$ cat config.mk
export PLATFORM = sky130hd
export DESIGN_NAME = sqrt_accel
export DESIGN_NICKNAME = d
export VERILOG_FILES = /design/src/hdl/sqrt_pkg.sv /design/src/hdl/batch_counter.sv /design/src/hdl/batch_fsm.sv /design/src/hdl/sample_ram.sv /design/src/hdl/segment_select.sv /design/src/hdl/sqrt_accel.sv /design/src/hdl/sqrt_pipe.sv /design/src/hdl/wb_regs.sv
export VERILOG_INCLUDE_DIRS = /design/src /design/src/include
export SDC_FILE = /design/constraint.sdc
export NUM_CORES = 2
export LEC_CHECK = 0
export BUFFER_PORTS_ARGS = -buffer_cell sky130_fd_sc_hd__buf_2
export CAP_MARGIN = 20
export CELL_PAD_IN_SITES_DETAIL_PLACEMENT = 1
export CELL_PAD_IN_SITES_GLOBAL_PLACEMENT = 1
export CORE_MARGIN = 3
export CORE_UTILIZATION = 40
export CTS_CLUSTER_SIZE = 12
export DETAILED_ROUTE_END_ITERATION = 10
export PLACE_DENSITY = 0.68
export SLEW_MARGIN = 40
export SYNTH_ARGS = -nofsm -noshare
export SYNTH_HDL_FRONTEND = slang
export SYNTH_SLANG_ARGS = --single-unit
$ cat constraint.sdc
create_clock -name clk -period 13.5 [get_ports clk]
set_input_delay 0.675 -clock clk [delete_from_list [all_inputs] [get_ports clk]]
set_output_delay 0.675 -clock clk [all_outputs]
set_load 0.01 [all_outputs]
$ cat src/include/sqrt_params.svh
/* widths, buffer depth and register map of the square-root accelerator
   breakpoints, slopes and intercepts of the nine-segment Q4.15 approximation */
`ifndef SQRT_PARAMS_SVH
`define SQRT_PARAMS_SVH

`define SQRT_FIX_W      20              // Q4.15 word
`define SQRT_FRAC_W     15
`define SQRT_BUF_DEPTH  16
`define SQRT_ADDR_W     4               // log2 of buffer depth
`define SQRT_CNT_W      5               // holds 0..16
`define SQRT_SEGS       9
`define SQRT_WB_ADR_W   6               // word address
`define SQRT_WB_DAT_W   32

`define SQRT_REG_CTRL   6'h00
`define SQRT_REG_STATUS 6'h01
`define SQRT_OPND_BASE  6'h10
`define SQRT_RES_BASE   6'h20
`define SQRT_WIN_MASK   6'h30           // selects a buffer window

`define SQRT_X1 20'h00AA7               // ~0.0833
`define SQRT_X2 20'h0243E               // ~0.2832
`define SQRT_X3 20'h0531D               // ~0.6493
`define SQRT_X4 20'h09B84               // ~1.2150
`define SQRT_X5 20'h0FCCF               // ~1.9751
`define SQRT_X6 20'h187B8               // ~3.0603
`define SQRT_X7 20'h23B77               // ~4.4646
`define SQRT_X8 20'h30B75               // ~6.0895

`define SQRT_M1 20'h1BB9F               // ~3.4658
`define SQRT_M2 20'h09BF8
`define SQRT_M3 20'h05FAB
`define SQRT_M4 20'h04315
`define SQRT_M5 20'h0330B
`define SQRT_M6 20'h02892
`define SQRT_M7 20'h02123
`define SQRT_M8 20'h01BF1
`define SQRT_M9 20'h0182B               // ~0.1888

`define SQRT_C1 20'h00000               // first segment passes through origin
`define SQRT_C2 20'h017F2
`define SQRT_C3 20'h02905
`define SQRT_C4 20'h03B95
`define SQRT_C5 20'h04F12
`define SQRT_C6 20'h063C0
`define SQRT_C7 20'h07A7F
`define SQRT_C8 20'h091B3
`define SQRT_C9 20'h0A8B0               // ~1.3179

`endif

$ cat src/hdl/sqrt_pkg.sv
/* value, index and bus typedefs, sample and coefficient structs,
   batch state enum */
`default_nettype none
`include "sqrt_params.svh"

package sqrt_pkg;

    typedef logic [`SQRT_FIX_W-1:0]    fix_t;       // Q4.15
    typedef logic [3:0]                seg_idx_t;   // segment 0..8
    typedef logic [`SQRT_ADDR_W-1:0]   buf_addr_t;
    typedef logic [`SQRT_CNT_W-1:0]    count_t;     // batch length 0..16
    typedef logic [`SQRT_WB_ADR_W-1:0] wb_addr_t;
    typedef logic [`SQRT_WB_DAT_W-1:0] wb_data_t;

    typedef struct packed {
        logic     cyc;
        logic     stb;
        logic     we;
        wb_addr_t adr;
        wb_data_t dat;              // write data
    } wb_req_t;

    typedef struct packed {
        logic     ack;
        wb_data_t dat;              // read data, valid with ack
    } wb_rsp_t;

    typedef struct packed {
        logic valid;
        fix_t data;
    } sample_t;

    typedef struct packed {
        fix_t slope;
        fix_t icpt;
    } coef_t;

    typedef enum logic [1:0] {
        st_idle,
        st_issue,                   // one operand per cycle
        st_drain,                   // wait for pipeline to empty
        st_done
    } batch_state_t;

endpackage

`default_nettype wire

$ cat src/hdl/batch_counter.sv
/* issue and retire indices of one batch with last-item flags */
`timescale 1ns/1ps
`default_nettype none

module batch_counter (
    input  logic                clk,
    input  logic                reset,
    input  logic                clear,
    input  sqrt_pkg::count_t    count,
    input  logic                issue,
    input  logic                retire,
    output sqrt_pkg::buf_addr_t issue_idx,
    output sqrt_pkg::buf_addr_t retire_idx,
    output logic                issue_last,
    output logic                retire_last
);

    sqrt_pkg::count_t    len_q;                     // batch length
    sqrt_pkg::buf_addr_t issue_q;
    sqrt_pkg::buf_addr_t retire_q;

    always_ff @(posedge clk or posedge reset) begin
        if (reset) begin
            len_q    <= '0;
            issue_q  <= '0;
            retire_q <= '0;
        end else if (clear) begin
            len_q    <= count;                      // new batch
            issue_q  <= '0;
            retire_q <= '0;
        end else begin
            if (issue) begin
                issue_q <= issue_q + 4'd1;
            end
            if (retire) begin
                retire_q <= retire_q + 4'd1;
            end
        end
    end

    // count of 0 never matches, fsm skips that case
    assign issue_last  = ({1'b0, issue_q} == len_q - 5'd1);
    assign retire_last = ({1'b0, retire_q} == len_q - 5'd1);
    assign issue_idx   = issue_q;
    assign retire_idx  = retire_q;

endmodule

`default_nettype wire

$ cat src/hdl/batch_fsm.sv
/* batch FSM: start, issue, drain, done */
`timescale 1ns/1ps
`default_nettype none

module batch_fsm (
    input  logic             clk,
    input  logic             reset,
    input  logic             start,
    input  sqrt_pkg::count_t count,
    input  logic             issue_last,
    input  logic             retire,
    input  logic             retire_last,
    output logic             clear,
    output logic             issue_en,
    output logic             busy,
    output logic             done
);

    sqrt_pkg::batch_state_t state_q;
    sqrt_pkg::batch_state_t state_d;

    always_ff @(posedge clk or posedge reset) begin
        if (reset) begin
            state_q <= sqrt_pkg::st_idle;
        end else begin
            state_q <= state_d;
        end
    end

    always_comb begin
        state_d = state_q;
        clear   = 1'b0;
        case (state_q)
            sqrt_pkg::st_idle, sqrt_pkg::st_done: begin
                if (start) begin
                    clear = 1'b1;                   // counter loads count
                    if (count == '0) begin
                        state_d = sqrt_pkg::st_done;    // empty batch
                    end else begin
                        state_d = sqrt_pkg::st_issue;
                    end
                end
            end
            sqrt_pkg::st_issue: begin
                if (issue_last) begin
                    state_d = sqrt_pkg::st_drain;   // last operand goes out now
                end
            end
            sqrt_pkg::st_drain: begin
                if (retire && retire_last) begin
                    state_d = sqrt_pkg::st_done;
                end
            end
            default: state_d = sqrt_pkg::st_idle;
        endcase
    end

    assign issue_en = (state_q == sqrt_pkg::st_issue);
    assign busy     = (state_q == sqrt_pkg::st_issue) || (state_q == sqrt_pkg::st_drain);
    assign done     = (state_q == sqrt_pkg::st_done);   // held until next start

endmodule

`default_nettype wire

$ cat src/hdl/sample_ram.sv
/* 16-entry Q4.15 buffer, one write port,
   one registered read port with valid flag */
`timescale 1ns/1ps
`default_nettype none
`include "sqrt_params.svh"

module sample_ram (
    input  logic                clk,
    input  logic                reset,
    input  logic                wr_en,
    input  sqrt_pkg::buf_addr_t wr_addr,
    input  sqrt_pkg::fix_t      wr_data,
    input  logic                rd_en,
    input  sqrt_pkg::buf_addr_t rd_addr,
    output sqrt_pkg::sample_t   rd_data
);

    sqrt_pkg::fix_t mem [`SQRT_BUF_DEPTH];
    sqrt_pkg::fix_t rd_q;
    logic           rd_valid_q;

    always_ff @(posedge clk) begin
        if (wr_en) begin
            mem[wr_addr] <= wr_data;
        end
        if (rd_en) begin
            rd_q <= mem[rd_addr];                   // old data on same-address write
        end
    end

    always_ff @(posedge clk or posedge reset) begin
        if (reset) begin
            rd_valid_q <= 1'b0;
        end else begin
            rd_valid_q <= rd_en;                    // one cycle behind rd_en
        end
    end

    assign rd_data = {rd_valid_q, rd_q};

endmodule

`default_nettype wire

$ cat src/hdl/segment_select.sv
/* first pipeline stage: breakpoint compare and
   slope/intercept lookup, registered with the operand */
`timescale 1ns/1ps
`default_nettype none
`include "sqrt_params.svh"

module segment_select (
    input  logic              clk,
    input  logic              reset,
    input  sqrt_pkg::sample_t in,
    output sqrt_pkg::sample_t out,
    output sqrt_pkg::coef_t   coef
);

    localparam sqrt_pkg::fix_t bp [8] = '{
        `SQRT_X1, `SQRT_X2, `SQRT_X3, `SQRT_X4,
        `SQRT_X5, `SQRT_X6, `SQRT_X7, `SQRT_X8
    };
    localparam sqrt_pkg::fix_t slope_tab [`SQRT_SEGS] = '{
        `SQRT_M1, `SQRT_M2, `SQRT_M3, `SQRT_M4, `SQRT_M5,
        `SQRT_M6, `SQRT_M7, `SQRT_M8, `SQRT_M9
    };
    localparam sqrt_pkg::fix_t icpt_tab [`SQRT_SEGS] = '{
        `SQRT_C1, `SQRT_C2, `SQRT_C3, `SQRT_C4, `SQRT_C5,
        `SQRT_C6, `SQRT_C7, `SQRT_C8, `SQRT_C9
    };

    sqrt_pkg::fix_t     op;         // operand, sign bit dropped
    sqrt_pkg::seg_idx_t seg;
    logic               valid_q;
    sqrt_pkg::fix_t     data_q;
    sqrt_pkg::coef_t    coef_q;

    assign op = {1'b0, in.data[`SQRT_FIX_W-2:0]};   // negatives unsupported

    // segment = number of breakpoints at or below the operand
    always_comb begin
        seg = '0;
        for (int i = 0; i < 8; i++) begin
            if (op >= bp[i]) begin
                seg = seg + 4'd1;
            end
        end
    end

    always_ff @(posedge clk or posedge reset) begin
        if (reset) begin
            valid_q <= 1'b0;
        end else begin
            valid_q <= in.valid;
        end
    end

    always_ff @(posedge clk) begin
        data_q <= op;
        coef_q <= {slope_tab[seg], icpt_tab[seg]};  // slope high, intercept low
    end

    assign out  = {valid_q, data_q};
    assign coef = coef_q;

endmodule

`default_nettype wire

$ cat src/hdl/sqrt_accel.sv
/* square-root accelerator top: Wishbone slave, batch FSM and counter,
   operand and result buffers, sqrt pipeline */
`timescale 1ns/1ps
`default_nettype none

module sqrt_accel (
    input  logic              clk,
    input  logic              reset,
    input  sqrt_pkg::wb_req_t wb_req,
    output sqrt_pkg::wb_rsp_t wb_rsp
);

    logic                start;
    sqrt_pkg::count_t    count;
    logic                host_wr_en;
    sqrt_pkg::buf_addr_t host_addr;
    sqrt_pkg::fix_t      host_wr_data;
    logic                host_rd_en;
    logic                clear;
    logic                issue_en;
    logic                busy;
    logic                done;
    sqrt_pkg::buf_addr_t issue_idx;
    sqrt_pkg::buf_addr_t retire_idx;
    logic                issue_last;
    logic                retire_last;
    sqrt_pkg::buf_addr_t opnd_rd_addr;
    logic                opnd_rd_en;
    sqrt_pkg::sample_t   opnd_q;                    // operand buffer read port
    sqrt_pkg::sample_t   pipe_in;
    sqrt_pkg::sample_t   pipe_out;
    sqrt_pkg::sample_t   res_q;                     // result buffer read port

    // FSM owns the operand read port during a batch
    assign opnd_rd_addr = busy ? issue_idx : host_addr;
    assign opnd_rd_en   = busy ? issue_en : host_rd_en;
    assign pipe_in      = {opnd_q.valid && busy, opnd_q.data};  // host reads stay out

    wb_regs wb_regs_i (
        .clk          (clk),
        .reset        (reset),
        .wb_req       (wb_req),
        .busy         (busy),
        .done         (done),
        .opnd_data    (opnd_q.data),
        .res_data     (res_q.data),
        .wb_rsp       (wb_rsp),
        .start        (start),
        .count        (count),
        .host_wr_en   (host_wr_en),
        .host_addr    (host_addr),
        .host_wr_data (host_wr_data),
        .host_rd_en   (host_rd_en)
    );

    batch_fsm batch_fsm_i (
        .clk         (clk),
        .reset       (reset),
        .start       (start),
        .count       (count),
        .issue_last  (issue_last),
        .retire      (pipe_out.valid),
        .retire_last (retire_last),
        .clear       (clear),
        .issue_en    (issue_en),
        .busy        (busy),
        .done        (done)
    );

    batch_counter batch_counter_i (
        .clk         (clk),
        .reset       (reset),
        .clear       (clear),
        .count       (count),
        .issue       (issue_en),
        .retire      (pipe_out.valid),
        .issue_idx   (issue_idx),
        .retire_idx  (retire_idx),
        .issue_last  (issue_last),
        .retire_last (retire_last)
    );

    sample_ram opnd_ram_i (
        .clk     (clk),
        .reset   (reset),
        .wr_en   (host_wr_en),
        .wr_addr (host_addr),
        .wr_data (host_wr_data),
        .rd_en   (opnd_rd_en),
        .rd_addr (opnd_rd_addr),
        .rd_data (opnd_q)
    );

    sqrt_pipe sqrt_pipe_i (
        .clk   (clk),
        .reset (reset),
        .in    (pipe_in),
        .out   (pipe_out)
    );

    sample_ram res_ram_i (
        .clk     (clk),
        .reset   (reset),
        .wr_en   (pipe_out.valid),                  // results land in issue order
        .wr_addr (retire_idx),
        .wr_data (pipe_out.data),
        .rd_en   (host_rd_en),
        .rd_addr (host_addr),
        .rd_data (res_q)
    );

endmodule

`default_nettype wire

$ cat src/hdl/sqrt_pipe.sv
/* three-stage piecewise-linear square root:
   segment select, truncating multiply, intercept add */
`timescale 1ns/1ps
`default_nettype none
`include "sqrt_params.svh"

module sqrt_pipe (
    input  logic              clk,
    input  logic              reset,
    input  sqrt_pkg::sample_t in,
    output sqrt_pkg::sample_t out
);

    sqrt_pkg::sample_t s1;                          // stage 1 operand
    sqrt_pkg::coef_t   c1;                          // stage 1 coefficients
    logic signed [2*`SQRT_FIX_W-1:0] prod;          // full-width product
    logic              v2;
    logic              v3;
    sqrt_pkg::fix_t    mul2;
    sqrt_pkg::fix_t    icpt2;
    sqrt_pkg::fix_t    sum3;

    segment_select seg_sel_i (
        .clk   (clk),
        .reset (reset),
        .in    (in),
        .out   (s1),
        .coef  (c1)
    );

    assign prod = $signed(s1.data) * $signed(c1.slope);

    // valid bits follow the data, one per stage
    always_ff @(posedge clk or posedge reset) begin
        if (reset) begin
            v2 <= 1'b0;
            v3 <= 1'b0;
        end else begin
            v2 <= s1.valid;
            v3 <= v2;
        end
    end

    always_ff @(posedge clk) begin
        mul2  <= sqrt_pkg::fix_t'(prod >>> `SQRT_FRAC_W);  // back to Q4.15, truncated
        icpt2 <= c1.icpt;                                  // intercept rides along
        sum3  <= mul2 + icpt2;                             // wraps at 20 bits
    end

    assign out = {v3, sum3};

endmodule

`default_nettype wire

$ cat src/hdl/wb_regs.sv
/* Wishbone classic slave: CTRL, STATUS, operand and result windows */
`timescale 1ns/1ps
`default_nettype none
`include "sqrt_params.svh"

module wb_regs (
    input  logic                clk,
    input  logic                reset,
    input  sqrt_pkg::wb_req_t   wb_req,
    input  logic                busy,
    input  logic                done,
    input  sqrt_pkg::fix_t      opnd_data,
    input  sqrt_pkg::fix_t      res_data,
    output sqrt_pkg::wb_rsp_t   wb_rsp,
    output logic                start,
    output sqrt_pkg::count_t    count,
    output logic                host_wr_en,
    output sqrt_pkg::buf_addr_t host_addr,
    output sqrt_pkg::fix_t      host_wr_data,
    output logic                host_rd_en
);

    localparam logic [1:0] sel_none   = 2'd0;
    localparam logic [1:0] sel_status = 2'd1;
    localparam logic [1:0] sel_opnd   = 2'd2;
    localparam logic [1:0] sel_res    = 2'd3;

    logic             ack_q;
    logic [1:0]       sel_q;                        // read source for the ack cycle
    logic             req;
    logic             is_ctrl;
    logic             is_status;
    logic             is_opnd;
    logic             is_res;
    sqrt_pkg::count_t wr_count;

    assign req       = wb_req.cyc && wb_req.stb && !ack_q;  // no second ack
    assign is_ctrl   = (wb_req.adr == `SQRT_REG_CTRL);
    assign is_status = (wb_req.adr == `SQRT_REG_STATUS);
    assign is_opnd   = ((wb_req.adr & `SQRT_WIN_MASK) == `SQRT_OPND_BASE);
    assign is_res    = ((wb_req.adr & `SQRT_WIN_MASK) == `SQRT_RES_BASE);

    // clamp to buffer depth
    assign wr_count = (wb_req.dat[12:8] > `SQRT_BUF_DEPTH) ? 5'(`SQRT_BUF_DEPTH)
                                                           : wb_req.dat[12:8];

    assign host_addr    = wb_req.adr[`SQRT_ADDR_W-1:0];
    assign host_wr_data = wb_req.dat[`SQRT_FIX_W-1:0];
    assign host_wr_en   = req && wb_req.we && is_opnd && !busy;   // locked during batch
    assign host_rd_en   = req && !wb_req.we && (is_opnd || is_res);

    always_ff @(posedge clk or posedge reset) begin
        if (reset) begin
            ack_q <= 1'b0;
            sel_q <= sel_none;
            start <= 1'b0;
            count <= '0;
        end else begin
            ack_q <= req;                           // one cycle after sampling
            start <= req && wb_req.we && is_ctrl && wb_req.dat[0] && !busy;
            if (req && wb_req.we && is_ctrl && wb_req.dat[0] && !busy) begin
                count <= wr_count;
            end
            if (req) begin
                if (is_status) begin
                    sel_q <= sel_status;
                end else if (is_opnd) begin
                    sel_q <= sel_opnd;
                end else if (is_res) begin
                    sel_q <= sel_res;
                end else begin
                    sel_q <= sel_none;              // CTRL reads as zero
                end
            end
        end
    end

    // buffer data arrives with ack from the registered read port
    always_comb begin
        wb_rsp.ack = ack_q;
        case (sel_q)
            sel_status: wb_rsp.dat = {30'd0, done, busy};
            sel_opnd:   wb_rsp.dat = {12'd0, opnd_data};
            sel_res:    wb_rsp.dat = {12'd0, res_data};
            default:    wb_rsp.dat = '0;
        endcase
    end

endmodule

`default_nettype wire

======== Word level (Yosys, flattened, before mapping) ========
Memory sizes are Yosys's and may differ from the RTL's. A register that Yosys moved wholly into a read port is not among the register bits.
Cells that the tools add are included.
operators by class
  add/sub/neg operators ................... 11
  multipliers ............................. 1
  $lt $le $gt $ge ......................... 9
  eq/ne operators ......................... 14
  multiplexer cells ....................... 30
  bitwise operators ....................... 1
  reduce and logical (&&, ||, !) cells .... 24
operators with widths
  cell                                                    number
  one-hot mux 20 bit (3 select lines)                     1
  2-to-1 mux 4 bit                                        12
  >= comparator 19 x 16 -> 1 bit (second input constant)  2
  >= comparator 19 x 18 -> 1 bit (second input constant)  2
  adder 4 x 1 -> 4 bit (second input constant)            9
  multiplier 20 x 20 -> 35 bit                            1
  adder 20 bit                                            1
  >= comparator 19 x 12 -> 1 bit (second input constant)  1
  >= comparator 19 x 14 -> 1 bit (second input constant)  1
  >= comparator 19 x 15 -> 1 bit (second input constant)  1
  >= comparator 19 x 17 -> 1 bit (second input constant)  1
  2-to-1 mux 2 bit                                        7
  logical AND 1 bit                                       12
  equality test 2 bit (second input constant)             5
  equality test 4 x 5 -> 1 bit                            2
  2-to-1 mux 1 bit                                        8
  equality test 2 x 1 -> 1 bit (second input constant)    3
  equality test 6 x 1 -> 1 bit (second input constant)    1
  logical NOT 6 bit                                       1
  one-hot mux 2 bit (3 select lines)                      1
  greater-than comparator 5 bit (second input constant)   1
  logical NOT 5 bit                                       1
  2-to-1 mux 5 bit                                        1
  inverter 4 -> 5 bit                                     1
  other kinds (9)                                         14
word-level totals
  bits in registers ....................... 107
  bits in writable memories ............... 640
  ROM bits ................................ 640
  bits of input ports ..................... 43
  output and inout port bits .............. 33
  logic and storage cells ................. 110
  memories ................................ 4
memories
  memory           words  width  rd ports  clocked after Yosys merged registers in  wr ports  line                  text
  (no name shown)  16     20     1         1                                        0         segment_select.sv:56  coef_q <= {slope_tab[seg], icpt_tab[seg]};
  (no name shown)  16     20     1         1                                        0         segment_select.sv:56
  opnd_ram_i.mem   16     20     1         1                                        1         sample_ram.sv:18      sqrt_pkg::fix_t mem [`SQRT_BUF_DEPTH];
  res_ram_i.mem    16     20     1         1                                        1         sample_ram.sv:18

======== Logic depth before layout (Yosys ltp) ========
  depth in word-level cells ............... 17
  gate-level depth with buffers ........... 34
  mapped depth without buffers ............ 31

======== By module ========
From an unflattened synthesis, not the netlist that was laid out.
second synthesis, totals
  cell total of the unflattened synthesis .. 3247
  area, all modules ....................... 45985.4 um^2
modules (own cells, without submodules)
  module          instances  cells each  area an instance (um^2)  sequential area each (um^2)
  sample_ram      2          536         12767.2                  10234.8
  sqrt_pipe       1          1673        15546.2                  1251.2
  segment_select  1          291         2831.5                   1066.0
  wb_regs         1          122         1106.1                   225.2
  batch_counter   1          63          716.9                    325.3
  batch_fsm       1          20          186.4                    50.0
  sqrt_accel      1          6           63.8                     0.0

======== Least setup slack after synthesis ========
OpenSTA, ideal clock, no wires.
  kind .................................... register to register
  start point ............................. register sqrt_pipe_i.seg_sel_i.data_q[12]
  end point ............................... register sqrt_pipe_i.mul2[19]
  setup time .............................. 0.072 ns
  arrival ................................. 6.754 ns
  required time ........................... 13.428 ns
  setup slack ............................. 6.674 ns
  stages on the path, launching flop included .. 25
  buffers on the path ..................... 1
  cell sequence ........................... dfxtp_1 clkbuf_1 nand2_1 fa_1 inv_1 fa_1 inv_1 fa_1 inv_1 fa_1 fa_1 fa_1 inv_1 fa_1 inv_1 ha_1 a21o_1 a21o_1 a21o_1 a22o_1 a31o_2 a21oi_1 a2111oi_0 a2111oi_0 xnor2_1
between the ends
  cells in the longest elaborated chain, start to end .. 1
ends and longest elaborated chain
  what                          line                  text
  start, declared               segment_select.sv:31  sqrt_pkg::fix_t data_q;
  start signal, assigned        segment_select.sv:55  data_q <= op;
  multiplier 20 x 20 -> 35 bit  sqrt_pipe.sv:31       assign prod = $signed(s1.data) * $signed(c1.slope);
  net sqrt_pipe_i.prod[34]      sqrt_pipe.sv:16       logic signed [2*`SQRT_FIX_W-1:0] prod;
  end signal, assigned          sqrt_pipe.sv:45       mul2 <= sqrt_pkg::fix_t'(prod >>> `SQRT_FRAC_W);
  end, declared                 sqrt_pipe.sv:19       sqrt_pkg::fix_t mul2;
The timed path passes the listed nets, and every way through them passes these cells.
A chain may end at the register's enable or synchronous reset.

======== Worst setup path in the final report ========
  start point ............................. register sqrt_pipe_i.seg_sel_i.coef[23] (netlist name)
  end point ............................... register sqrt_pipe_i.mul2[19]
between the ends
  cells in the longest elaborated chain, start to end .. 1
ends and longest elaborated chain
  what                          line
  multiplier 20 x 20 -> 35 bit  sqrt_pipe.sv:31
  net sqrt_pipe_i.prod[34]      sqrt_pipe.sv:16
The timed path passes the listed nets, and every way through them passes these cells.

==> out/metrics.cfg <==
[die]
dieArea_um2 = 110000
fp-row-count = 118
fp.dieW_um = 331
io-pin-count = 76
start_util_pct = 40.6
die_h_um = 331
core_area_um2 = 104000

[synth]
async_reset_ff_share_pct = 3.43
ys_ff_latch = 816
ys_types = 78
synth_warnings = 0
yosys.cell_count.top_type = edfxtp_1
netlist_instances = 2886
synth_common_cells = edfxtp_1, inv_1, fa_1, nand2_1, and2_1
synth_edf_count = 680
syn_area_um2 = 42300
synth_top_area_share_pct = 48.3
yosys-top-cells-area = edfxtp_1, fa_1, mux4_2
synth_area_leader_cell = edfxtp_1
avgSynthCellArea_um2 = 14.7
synth-main-ff-cell = edfxtp_1
yosysSeqAreaShare_pct = 55.0

[clocking]
numCtsBuffers = 84
root_buffer = clkbuf_16
htreeDepth = 3
cts_tree = built
clockBufferDepth = 3
cts_setup_buffers = 0
insertion_delay_ns = 0.64
clock-sinks = 816
clkTransAtPathRegs_ns = 0.07
cts_hold_buf = 0
cts_resized = 0

[worst_setup_path]
crit_slowest_cell = dfxtp_1
cp-end-kind = register
r2r-start = sqrt_pipe_i.seg_sel_i.coef[23]$_SDFF_PP1_
regToRegSetupSlack_ns = 5.71
path_class = register to register
regToRegEndpoint = sqrt_pipe_i.mul2[19]$_DFF_P_
crit_family = adder cells
r2r_cells = 25
worstPathArrival_ns = 8.29
path_max_fanout = 19
crit_required_ns = 14.00
crit_top_cell = fa_1
path_buf_inv = 7
cp-start-kind = register
max_stage_delay_ns = 0.75

[detailed_routing]
viasPerCell = 5.37
drt_iter0_markers = 1776
drt-total-wl_um = 105000
drtPass1Iterations = 5
detail-route-antenna-nets = 0
vias = 23500
drc = 0
post_drt_wl_per_cell_um = 24.0

[timing]
finalHoldViolCount = 0
clock_skew_ns = 0.0223
layout_worst_path_cycle_share_pct = 57.7
slew_headroom_pct = 45.6
fin_crit_ns = 7.79
worst_slew_pin_slew_ns = 0.816
slew_violations = 0
finalSetupViolations = 0
max_freq_mhz = 128
rsz0062_at_grt = no
setup_tns_ns = 0

[cells_and_area]
area_growth_pct = 11.2
fillers = 10400
final_util_pct = 45.1
drive_gt1_share_pct = 15.9
instances_no_fill = 4383
final_area_um2 = 47100
nets = 3416

[grt]
grt_max_degree = 65
grt_pass1_wl_um = 163000
antenna_found_initial = 5
overflow = 0
grt_pass1_vias = 26500
grtUsageTotal_pct = 19.3

[placement]
placed_area_um2 = 44400
place.gp.congestion = 0.794
port_buffers = 51
dp.cells = 4237
dp_hpwl_um = 68600

[run_status]
status = finished, final reports clean

[job]
maxCapViolations = 0

[worst_hold_path]
hold_class = input port to asynchronous set/reset pin

## kinds of logic (layout without fill, tap and decap cells)
| logic type | after synthesis | in the layout | share of synthesized area [%] |
|---|---|---|---|
| flip-flops | 816 | 816 | 55.0 |
| AND/OR/NAND/NOR | 685 | 685 | 8.29 |
| buffers and inverters | 478 | 581 | 4.48 |
| adder cells (fa/ha/maj) | 430 | 430 | 17.2 |
| multiplexers | 213 | 213 | 10.4 |
| AO/OA/AOI/OAI | 203 | 203 | 3.23 |
| XOR/XNOR | 60 | 60 | 1.39 |
| other | 1 | 15 | 0.00886 |
## layer usage
layer | global-route usage [%] | wire length, um
met1 | 26.6 | 45700
met2 | 32.4 | 52300
met3 | 2.96 | 5680
met4 | 4.19 | 1620
met5 | 0 | 0
## cells in the final DEF, fill, tap and decap left out, types with 8 or more instances in the layout
master,Yosys,routed
a211oi_1,32,32
a21o_1,13,13
a21oi_1,33,33
a31oi_1,29,29
and2_1,208,201
buf_2,16,49
buf_4,14,42
clkbuf_1,98,27
clkbuf_16,0,87
clkbuf_8,0,8
conb_1,1,12
dfrtp_1,28,28
dfxtp_1,108,91
dfxtp_2,0,17
edfxtp_1,680,680
fa_1,251,251
ha_1,179,179
inv_1,333,332
mux2_2,9,9
mux2i_1,24,20
mux4_2,180,180
nand2_1,242,242
nand2b_1,15,15
nand3_1,21,21
nand3b_1,8,8
nand4_1,10,10
nor2_1,72,60
nor2_4,0,8
nor2b_1,30,30
nor3_1,30,25
nor3b_1,10,9
o211ai_1,8,8
o21ai_0,45,45
xnor2_1,38,38
xor2_1,17,17
## layout make-up
class,count,area [um2],area share (%)
Multi-Input combinational cell,1603,17300,36.8
Clock buffer,123,2390,5.09
Tap cell,1380,1730,3.67
Timing Repair Buffer,104,812,1.73
Sequential cell,816,23300,49.5
Clock inverter,20,221,0.471
Antenna cell,3,7.51,0.0160
Inverter,334,1250,2.66
## through the flow
| stage | hold slack, ns | worst slack (ns) |
|---|---|---|
| 2_1_floorplan | 0.310 | 6.67 |
| 3_3_place_gp | 0.313 | 5.69 |
| 3_5_place_dp | 0.313 | 5.58 |
| 4_1_cts | 0.0947 | 5.56 |
| 5_1_grt | 0.146 | 5.27 |
| 6_report | 0.110 | 5.71 |
## worst max-delay path by stage
stage	startpoint	to	slack (ns)	depth (start not counted)
after floorplan	sqrt_pipe_i.seg_sel_i.data_q[12]$_DFF_P_	sqrt_pipe_i.mul2[19]$_DFF_P_	6.67	24
after global placement	sqrt_pipe_i.seg_sel_i.data_q[8]$_DFF_P_	sqrt_pipe_i.mul2[19]$_DFF_P_	5.69	25
after detailed placement	sqrt_pipe_i.seg_sel_i.data_q[8]$_DFF_P_	sqrt_pipe_i.mul2[19]$_DFF_P_	5.58	25
after CTS	sqrt_pipe_i.seg_sel_i.data_q[8]$_DFF_P_	sqrt_pipe_i.mul2[19]$_DFF_P_	5.56	25
after global routing	sqrt_pipe_i.seg_sel_i.coef[23]$_SDFF_PP1_	sqrt_pipe_i.mul2[19]$_DFF_P_	5.27	25
final	sqrt_pipe_i.seg_sel_i.coef[23]$_SDFF_PP1_	sqrt_pipe_i.mul2[19]$_DFF_P_	5.71	25
## flip-flops by register name, indices dropped and copies added, names as in the netlist, 16 cells and up
name,flops
res_ram_i.mem,320
sqrt_pipe_i.mul2,20
sqrt_pipe_i.seg_sel_i.coef,33
opnd_ram_i.rd_q,20
sqrt_pipe_i.icpt2,16
res_ram_i.rd_q,20
sqrt_pipe_i.seg_sel_i.data_q,19
sqrt_pipe_i.sum3,20
opnd_ram_i.mem,320
Power is left out: the tool's default activity adds up to more than one toggle a clock period on the data nets, which glitch-free logic cannot reach.
